`src/include/stream_settings.svh`:
```
`ifndef STREAM_SETTINGS_SVH
`define STREAM_SETTINGS_SVH

// operand and result width
`define DATA_W 16

// command tag width, tags wrap 0..15
`define TAG_W 4

// entries per fifo, power of two
`define FIFO_DEPTH 8

// fill level width, counts 0..FIFO_DEPTH
`define LEVEL_W ($clog2(`FIFO_DEPTH) + 1)

`endif

```
`src/hdl/stream_pkg.sv`:
```
`include "stream_settings.svh"

package stream_pkg;

    typedef enum logic [2:0] {
        op_add = 3'd0,  // a + b
        op_sub = 3'd1,  // a - b
        op_and = 3'd2,
        op_xor = 3'd3,
        op_acc = 3'd4,  // acc += a
        op_clr = 3'd5   // acc = 0
    } op_e;

    // command word, 39 bits
    typedef struct packed {
        op_e               op;
        logic [`TAG_W-1:0]  tag;
        logic [`DATA_W-1:0] a;
        logic [`DATA_W-1:0] b;
    } cmd_t;

    // result word, 21 bits
    typedef struct packed {
        logic [`TAG_W-1:0]  tag;
        logic [`DATA_W-1:0] value;
        logic               zero;  // value == 0
    } result_t;

    // occupancy of one execute stage
    typedef enum logic {
        exec_idle   = 1'b0,
        exec_loaded = 1'b1
    } exec_state_e;

endpackage : stream_pkg

```
`src/hdl/sync_fifo.sv`:
```
`timescale 1ns/1ns
`include "stream_settings.svh"

module sync_fifo import stream_pkg::*; #(
    parameter int DEPTH = `FIFO_DEPTH,
    parameter int WIDTH = $bits(cmd_t),
    localparam int AW   = $clog2(DEPTH)
) (
    input  logic             clk,
    input  logic             reset_n,

    // write side
    input  logic             in_valid,
    input  logic [WIDTH-1:0] in_data,
    output logic             in_ready,

    // read side
    output logic             out_valid,
    output logic [WIDTH-1:0] out_data,
    input  logic             out_ready,

    output logic [AW:0]      level
);
    logic [WIDTH-1:0] mem [DEPTH];
    logic [AW:0]      head;  // read pointer, msb is the wrap bit
    logic [AW:0]      tail;  // write pointer
    logic             full;
    logic             empty;
    logic             wr_en;
    logic             rd_en;

    always_comb begin : ptr_compare
        if ((head ^ tail) == {1'b1, {AW{1'b0}}}) begin
            full  = 1'b1;  // same slot, other lap
            empty = 1'b0;
        end
        else if (head == tail) begin
            full  = 1'b0;
            empty = 1'b1;
        end
        else begin
            full  = 1'b0;
            empty = 1'b0;
        end
    end : ptr_compare

    assign in_ready  = !full;
    assign out_valid = !empty;
    assign wr_en     = in_valid && !full;
    assign rd_en     = out_ready && !empty;

    // head entry stays put until it is read
    assign out_data = mem[head[AW-1:0]];

    // wraps correctly thanks to the extra bit
    assign level = tail - head;

    always_ff @(posedge clk or negedge reset_n) begin
        if (!reset_n) begin
            head <= '0;
            tail <= '0;
        end
        else begin
            if (wr_en) begin
                tail <= tail + 1'b1;
            end
            if (rd_en) begin
                head <= head + 1'b1;
            end
        end
    end

    always_ff @(posedge clk) begin
        if (wr_en) begin
            mem[tail[AW-1:0]] <= in_data;
        end
    end

endmodule : sync_fifo

```
`src/hdl/cmd_exec.sv`:
```
`timescale 1ns/1ns
`include "stream_settings.svh"

module cmd_exec import stream_pkg::*; (
    input  logic    clk,
    input  logic    reset_n,

    // commands from the input fifo
    input  logic    cmd_valid,
    input  cmd_t    cmd,
    output logic    cmd_ready,

    // results toward the output fifo
    output logic    res_valid,
    output result_t res,
    input  logic    res_ready
);
    // occupancy
    exec_state_e        s1_state;
    exec_state_e        s2_state;

    // stage 1 payload
    op_e                s1_op;
    logic [`TAG_W-1:0]  s1_tag;
    logic [`DATA_W-1:0] s1_val;   // raw result, or operand a for op_acc

    // stage 2 payload
    result_t            s2_res;

    logic [`DATA_W-1:0] acc;
    logic [`DATA_W-1:0] acc_next;
    logic [`DATA_W-1:0] raw_val;
    logic [`DATA_W-1:0] final_val;

    logic               advance;
    logic               accept;
    logic               s1_move;

    // whole pipe shifts when stage 2 is empty or leaving
    assign advance   = (s2_state == exec_idle) || res_ready;
    assign cmd_ready = advance;
    assign accept    = cmd_valid && advance;
    assign s1_move   = advance && (s1_state == exec_loaded);

    assign res_valid = (s2_state == exec_loaded);
    assign res       = s2_res;

    // stage 1 arithmetic
    always_comb begin : stage1_alu
        case (cmd.op)
            op_add:  raw_val = cmd.a + cmd.b;
            op_sub:  raw_val = cmd.a - cmd.b;
            op_and:  raw_val = cmd.a & cmd.b;
            op_xor:  raw_val = cmd.a ^ cmd.b;
            op_acc:  raw_val = cmd.a;  // summed in stage 2
            default: raw_val = '0;
        endcase
    end : stage1_alu

    // stage 2 accumulator ops, in command order
    always_comb begin : stage2_acc
        case (s1_op)
            op_acc: begin
                acc_next  = acc + s1_val;
                final_val = acc_next;
            end
            op_clr: begin
                acc_next  = '0;
                final_val = '0;
            end
            default: begin
                acc_next  = acc;
                final_val = s1_val;
            end
        endcase
    end : stage2_acc

    always_ff @(posedge clk or negedge reset_n) begin
        if (!reset_n) begin
            s1_state <= exec_idle;
            s2_state <= exec_idle;
            acc      <= '0;
        end
        else if (advance) begin
            s1_state <= accept ? exec_loaded : exec_idle;
            s2_state <= s1_state;
            if (s1_state == exec_loaded) begin
                acc <= acc_next;
            end
        end
    end

    // payload, qualified by the state bits above
    always_ff @(posedge clk) begin
        if (accept) begin
            s1_op  <= cmd.op;
            s1_tag <= cmd.tag;
            s1_val <= raw_val;
        end
        if (s1_move) begin
            s2_res.tag   <= s1_tag;
            s2_res.value <= final_val;
            s2_res.zero  <= (final_val == '0);
        end
    end

endmodule : cmd_exec

```
`src/hdl/stream_proc_top.sv`:
```
`timescale 1ns/1ns
`include "stream_settings.svh"

module stream_proc_top import stream_pkg::*; (
    input  logic                clk,
    input  logic                reset_n,

    input  logic                cmd_valid,
    input  cmd_t                cmd,
    output logic                cmd_ready,

    output logic                result_valid,
    output result_t             result,
    input  logic                result_ready,

    output logic [`LEVEL_W-1:0] in_level,
    output logic [`LEVEL_W-1:0] out_level
);
    // in_fifo -> exec
    logic    q_cmd_valid;
    cmd_t    q_cmd;
    logic    q_cmd_ready;

    // exec -> out_fifo
    logic    res_valid;
    result_t res;
    logic    res_ready;

    sync_fifo #(.DEPTH(`FIFO_DEPTH), .WIDTH($bits(cmd_t))) in_fifo (
        .clk       (clk),
        .reset_n   (reset_n),
        .in_valid  (cmd_valid),
        .in_data   (cmd),
        .in_ready  (cmd_ready),
        .out_valid (q_cmd_valid),
        .out_data  (q_cmd),
        .out_ready (q_cmd_ready),
        .level     (in_level)
    );

    cmd_exec exec (
        .clk       (clk),
        .reset_n   (reset_n),
        .cmd_valid (q_cmd_valid),
        .cmd       (q_cmd),
        .cmd_ready (q_cmd_ready),
        .res_valid (res_valid),
        .res       (res),
        .res_ready (res_ready)
    );

    sync_fifo #(.DEPTH(`FIFO_DEPTH), .WIDTH($bits(result_t))) out_fifo (
        .clk       (clk),
        .reset_n   (reset_n),
        .in_valid  (res_valid),
        .in_data   (res),
        .in_ready  (res_ready),
        .out_valid (result_valid),
        .out_data  (result),
        .out_ready (result_ready),
        .level     (out_level)
    );

endmodule : stream_proc_top

```
`config.mk`:
```
export PLATFORM = sky130hd
export DESIGN_NAME = stream_proc_top
export DESIGN_NICKNAME = d
export VERILOG_FILES = /design/src/hdl/stream_pkg.sv /design/src/hdl/sync_fifo.sv /design/src/hdl/cmd_exec.sv /design/src/hdl/stream_proc_top.sv
export VERILOG_INCLUDE_DIRS = /design/src /design/src/include
export SDC_FILE = /design/constraint.sdc
export NUM_CORES = 1
export LEC_CHECK = 0
export BUFFER_PORTS_ARGS = -buffer_cell sky130_fd_sc_hd__buf_2
export CAP_MARGIN = 20
export CORE_ASPECT_RATIO = 1.2
export CORE_MARGIN = 4
export CORE_UTILIZATION = 30
export CTS_BUF_LIST = sky130_fd_sc_hd__clkbuf_16
export DETAILED_ROUTE_END_ITERATION = 10
export PLACE_DENSITY = 0.58
export SLEW_MARGIN = 20
export SYNTH_ARGS = -nofsm -noshare
export SYNTH_HDL_FRONTEND = slang
export SYNTH_HIERARCHICAL = 1
export SYNTH_SLANG_ARGS = --single-unit
```
`constraint.sdc`:
```
create_clock -name clk -period 5.4 [get_ports clk]
set_input_delay 0.27 -clock clk [delete_from_list [all_inputs] [get_ports clk]]
set_output_delay 0.27 -clock clk [all_outputs]
set_load 0.02 [all_outputs]
```
==> results.md <==
- By area the synthesized netlist is led by sky130_fd_sc_hd__edfxtp_1 66%, sky130_fd_sc_hd__mux4_2 11%, sky130_fd_sc_hd__nand2_1 3.9%.
- At the end of the flow, the number of nets in the layout was 1662.
- On the final layout, the worst clock skew is 0.0324 ns.
- Setup repair after global routing left no endpoint under its margin.
- The initial core utilization is 30.2%.
- Clock latency on the worst-skew pair, taken at its later pin, is 0.60 ns.
- Summed over all nets, the half-perimeter wirelength after detailed placement is 30.8 mm.
- For this run, asynchronously set or reset flops after synthesis account for 6.09%.
- At the worst endpoint, the required time is 5.69 ns.
- Ranked by instance count, the synthesized netlist is headed by 524 x sky130_fd_sc_hd__edfxtp_1, 250 x sky130_fd_sc_hd__nand2_1, 117 x sky130_fd_sc_hd__mux4_2.
- The path category of the worst min-delay check is in2async.
- Setup violations remaining at the end of the flow were counted as 0.
- Yosys printed 6 warnings.
- The synthesized design contains 524 enable-type register cells.
- Of the cells placed in the final design, the portion with a size suffix greater than 1 is 21.1%.
- The most heavily used metal layer in global routing is met2.
- Among all cell types in the netlist, the one instantiated most often is sky130_fd_sc_hd__edfxtp_1.
- The first global-routing pass estimated 78.5 mm of wire.
- The capture point of the critical path is exec/s1_val[13]$_DFFE_PP_.
- The final worst hold slack is 0.342 ns.
- The average instance area after synthesis is 16.9 µm².
- The total CTS buffers is 55.
- The via count is 12400.
- The critical path is of the reg2reg type.
- The data arrival time of the worst path is 5.05 ns.
- The clock sink count is 558.
- In this run the tightest slew margin relative to its limit is 34.9%.
- The first detailed-routing pass ran for 5 iterations.
- The clock passes through at most 3 buffers.
- The tool flagged a number of max-cap violations equal to 0.
- After synthesis, flip-flops and latches occupy 69.3% of the total area.
- Summed over all failing endpoints, the final setup total negative slack is 0 ns.
- The final instance area is 27600 µm².
- The met1 layer usage reported by global route is 14.6%.
- The worst setup path is captured at a register.
- The count of unique library cells instantiated by Yosys is 67.
- The post-synthesis cell type with the largest combined area is sky130_fd_sc_hd__edfxtp_1.
- Compared with the post-synthesis result, the final layout area differs by 15.4%.
- Including well taps, the total number of placed cells is 2494.
- The number of hold-slack violations in the final timing report is 0.
- The global-route total usage across every layer is 12.0%.
- The post-CTS repair timing setup buffer count is 0.
- The origin of the worst setup path is in_fifo/head[0]$_DFFE_PN0P_.
- The run finished with clean final reports.
- The net count after synthesis is 1517.
- The critical path's most frequent cell is sky130_fd_sc_hd__nand2_1.
- The finished layout holds 2637 standard cells, fillers aside.
- Input and output buffers added on the ports amount to 73.
- The achievable frequency is 210 MHz.
- Synthesis inferred 558 register bits.
- The TritonCTS clock tree is built.
- The placed instances occupy a cell area of 25500 µm².
- The x dimension of the die is 266 µm.
- The number of global-route vias before repair came to 13100.
- After floorplanning, the core was sized to cover 79200 µm².
- The cell count after synthesis came out at 1413.
- The count of nets left with antenna violations once routing finished came out at 0.
- The worst reg-to-reg path cell count is 17.
- The worst register-to-register path ends at exec/s1_val[13]$_DFFE_PP_.
- After layout, the minimum clock period comes to 4.76 ns.
- The number of antenna violations at the first check in global routing was 1.
- The height of the die is 317 µm.
- After the first detailed-routing iteration, the DRC count stood at 719.
- After synthesis, the largest area contributor takes up 65.8% of total cell area.
- Global routing used 21.9% of the available met2 tracks.
- The kind of start point of the critical path is a register.
- The number of levels in the clock H-tree is 2.
- The number of design rule violations left after detail routing is 0.
- The final critical path takes up 88.2% of the cycle.
- The slowest stage cell on the critical path is sky130_fd_sc_hd__dfrtp_4.
- The highest cell delay on the worst timing path is 0.72 ns.
- The launching point of the worst reg2reg path is in_fifo/head[0]$_DFFE_PN0P_.
- The critical path goes through mux4_2 > nand2_1 > nand2_1 > nor2_1 > buf_4 > nand2_1 > o21ai_0 > inv_1 > ha_1 > nor2b_1 > o21a_1 > o31ai_1 > a31oi_1 > a41oi_1 > nand2b_1 > xnor2_1 > o221ai_1.
- For the pin with the worst max-slew slack, the measured transition is 0.977 ns.
- The met3 demand-to-capacity share in global routing is 2.04%.
- At the end of routability-driven placement, the weighted congestion stood at 0.836.
- The total overflow left after global routing is 0.
- The via count normalized by instance count is 4.71.
- The area enclosed by the die boundary is 84300 µm².
- The cell area after synthesis is 23900 µm².
- The number of gates resized after CTS is 0.
- In this run the core area contains 113 standard-cell rows.
- The top flip-flop cell by instance count after synthesis is sky130_fd_sc_hd__edfxtp_1.
- Entering global routing, the biggest net connects 47 pins.
- The final routed wirelength across all metal layers is 50.6 mm.
- The register clock-pin slew on the reported worst setup and hold paths is 0.06 ns.
- The number of slew-limit violations in the final report was 0.
- In this run the clock root is driven by a sky130_fd_sc_hd__clkbuf_16.
- The internal reg-to-reg setup slack is 0.64 ns.
- After detailed routing, the average wire length per cell comes to 19.2 µm.
- The number of top-level pins is 74.
- The highest net fanout along the worst path is 23.
-- worst max-delay path: cells and delay by family, from the launching register on --
kind                     cells  cell delay (ns)
AND/OR/NAND/NOR              6             0.79
flip-flops                   1             0.72
AO/OA/AOI/OAI                6             1.70
adder cells (fa/ha/maj)      1             0.28
buffers and inverters        2             0.24
XOR/XNOR                     1             0.16
multiplexers                 1             0.55
-- placed cells by master, fill, tap and decap left out, types with 12 or more instances in the layout --
master / netlist / final
sky130_fd_sc_hd__mux4_2: 117 / 117
sky130_fd_sc_hd__xor2_1: 28 / 28
sky130_fd_sc_hd__a21oi_1: 26 / 26
sky130_fd_sc_hd__nand2b_1: 12 / 12
sky130_fd_sc_hd__o21ai_0: 28 / 28
sky130_fd_sc_hd__ha_1: 57 / 57
sky130_fd_sc_hd__o21ai_1: 12 / 12
sky130_fd_sc_hd__nor2_1: 36 / 30
sky130_fd_sc_hd__nand2_1: 250 / 250
sky130_fd_sc_hd__dlygate4sd3_1: 0 / 42
sky130_fd_sc_hd__clkbuf_16: 0 / 56
sky130_fd_sc_hd__dfrtp_1: 34 / 30
sky130_fd_sc_hd__inv_1: 25 / 41
sky130_fd_sc_hd__clkinv_1: 1 / 13
sky130_fd_sc_hd__o31ai_1: 12 / 12
sky130_fd_sc_hd__xnor2_1: 28 / 28
sky130_fd_sc_hd__buf_4: 0 / 32
sky130_fd_sc_hd__edfxtp_1: 524 / 524
sky130_fd_sc_hd__nand3_1: 19 / 19
sky130_fd_sc_hd__buf_2: 26 / 73
sky130_fd_sc_hd__mux2i_1: 14 / 14
-- cell type report --
| type | instances | area, µm² |
|---|---|---|
| diodes | 1 | 2.50 |
| clock buffers | 56 | 1400 |
| clock inverters | 44 | 307 |
| fillers | 7515 | 51600 |
| inverters | 26 | 97.6 |
| multi-input cells | 770 | 6890 |
| flip-flops and latches | 558 | 16600 |
| well taps | 1035 | 1290 |
| repair buffers | 147 | 1030 |
-- worst min path at each step --
stage | start | endpoint | slack (ns) | depth (start not counted)
after floorplan | reset_n | exec/acc[0]$_DFFE_PN0P_ | -0.03 | 0
after global placement | exec/s1_tag[3]$_DFFE_PP_ | exec/res[20]$_DFFE_PP_ | 0.41 | 0
after detailed placement | exec/s1_tag[1]$_DFFE_PP_ | exec/res[18]$_DFFE_PP_ | 0.41 | 0
after CTS | reset_n | in_fifo/tail[2]$_DFFE_PN0P_ | 0.35 | 2
after global routing | reset_n | in_fifo/tail[2]$_DFFE_PN0P_ | 0.40 | 2
final | reset_n | in_fifo/tail[2]$_DFFE_PN0P_ | 0.34 | 2
-- layer usage --
layer  up-vias  wire length, µm
met1      6371            20900
met5         -                0
met2       199            26700
li1       5782                -
met4         0             1370
met3        69             1660
-- through the flow --
stage	setup slack [ns]	util [%]
2_1_floorplan	0.536	-
4_1_cts	0.539	34.9
5_1_grt	0.202	34.9
6_report	0.638	34.9
3_5_place_dp	0.584	32.2
3_3_place_gp	0.677	32.2
-- timing repair --
| action | 4_1_cts | 5_1_grt |
|---|---|---|
| hold buffers | 42 | 0 |
| endpoints found under the hold margin | 348 | 0 |
| setup endpoints to repair | 0 | 0 |
-- state kept, by name, summed over array words and instances (netlist names) --
| register | count |
|---|---|
| exec/acc | 16 |
| exec/res_valid | 1 |
| exec/res | 21 |
| exec/s1_op | 3 |
| in_fifo/tail | 4 |
| exec/s1_state | 1 |
| in_fifo/head | 4 |
| out_fifo/head | 4 |
| exec/s1_tag | 4 |
| exec/s1_val | 16 |
| in_fifo/mem | 312 |
| out_fifo/tail | 4 |
| out_fifo/mem | 168 |
-- cell families (layout without fill, tap and decap cells) --
kind of cell             count (synthesis)  after routing  synth area share, %
AO/OA/AOI/OAI                          138            138                 3.94
XOR/XNOR                                56             56                 2.05
adder cells (fa/ha/maj)                 61             61                 3.32
buffers and inverters                   85            273                 2.31
flip-flops                             558            558                 69.3
multiplexers                           142            142                 12.3
other                                    0              1                    0
AND/OR/NAND/NOR                        373            373                 6.73
Power is not shown: default switching activity piles up to over one toggle a cycle in this logic, so the estimate is an artifact.
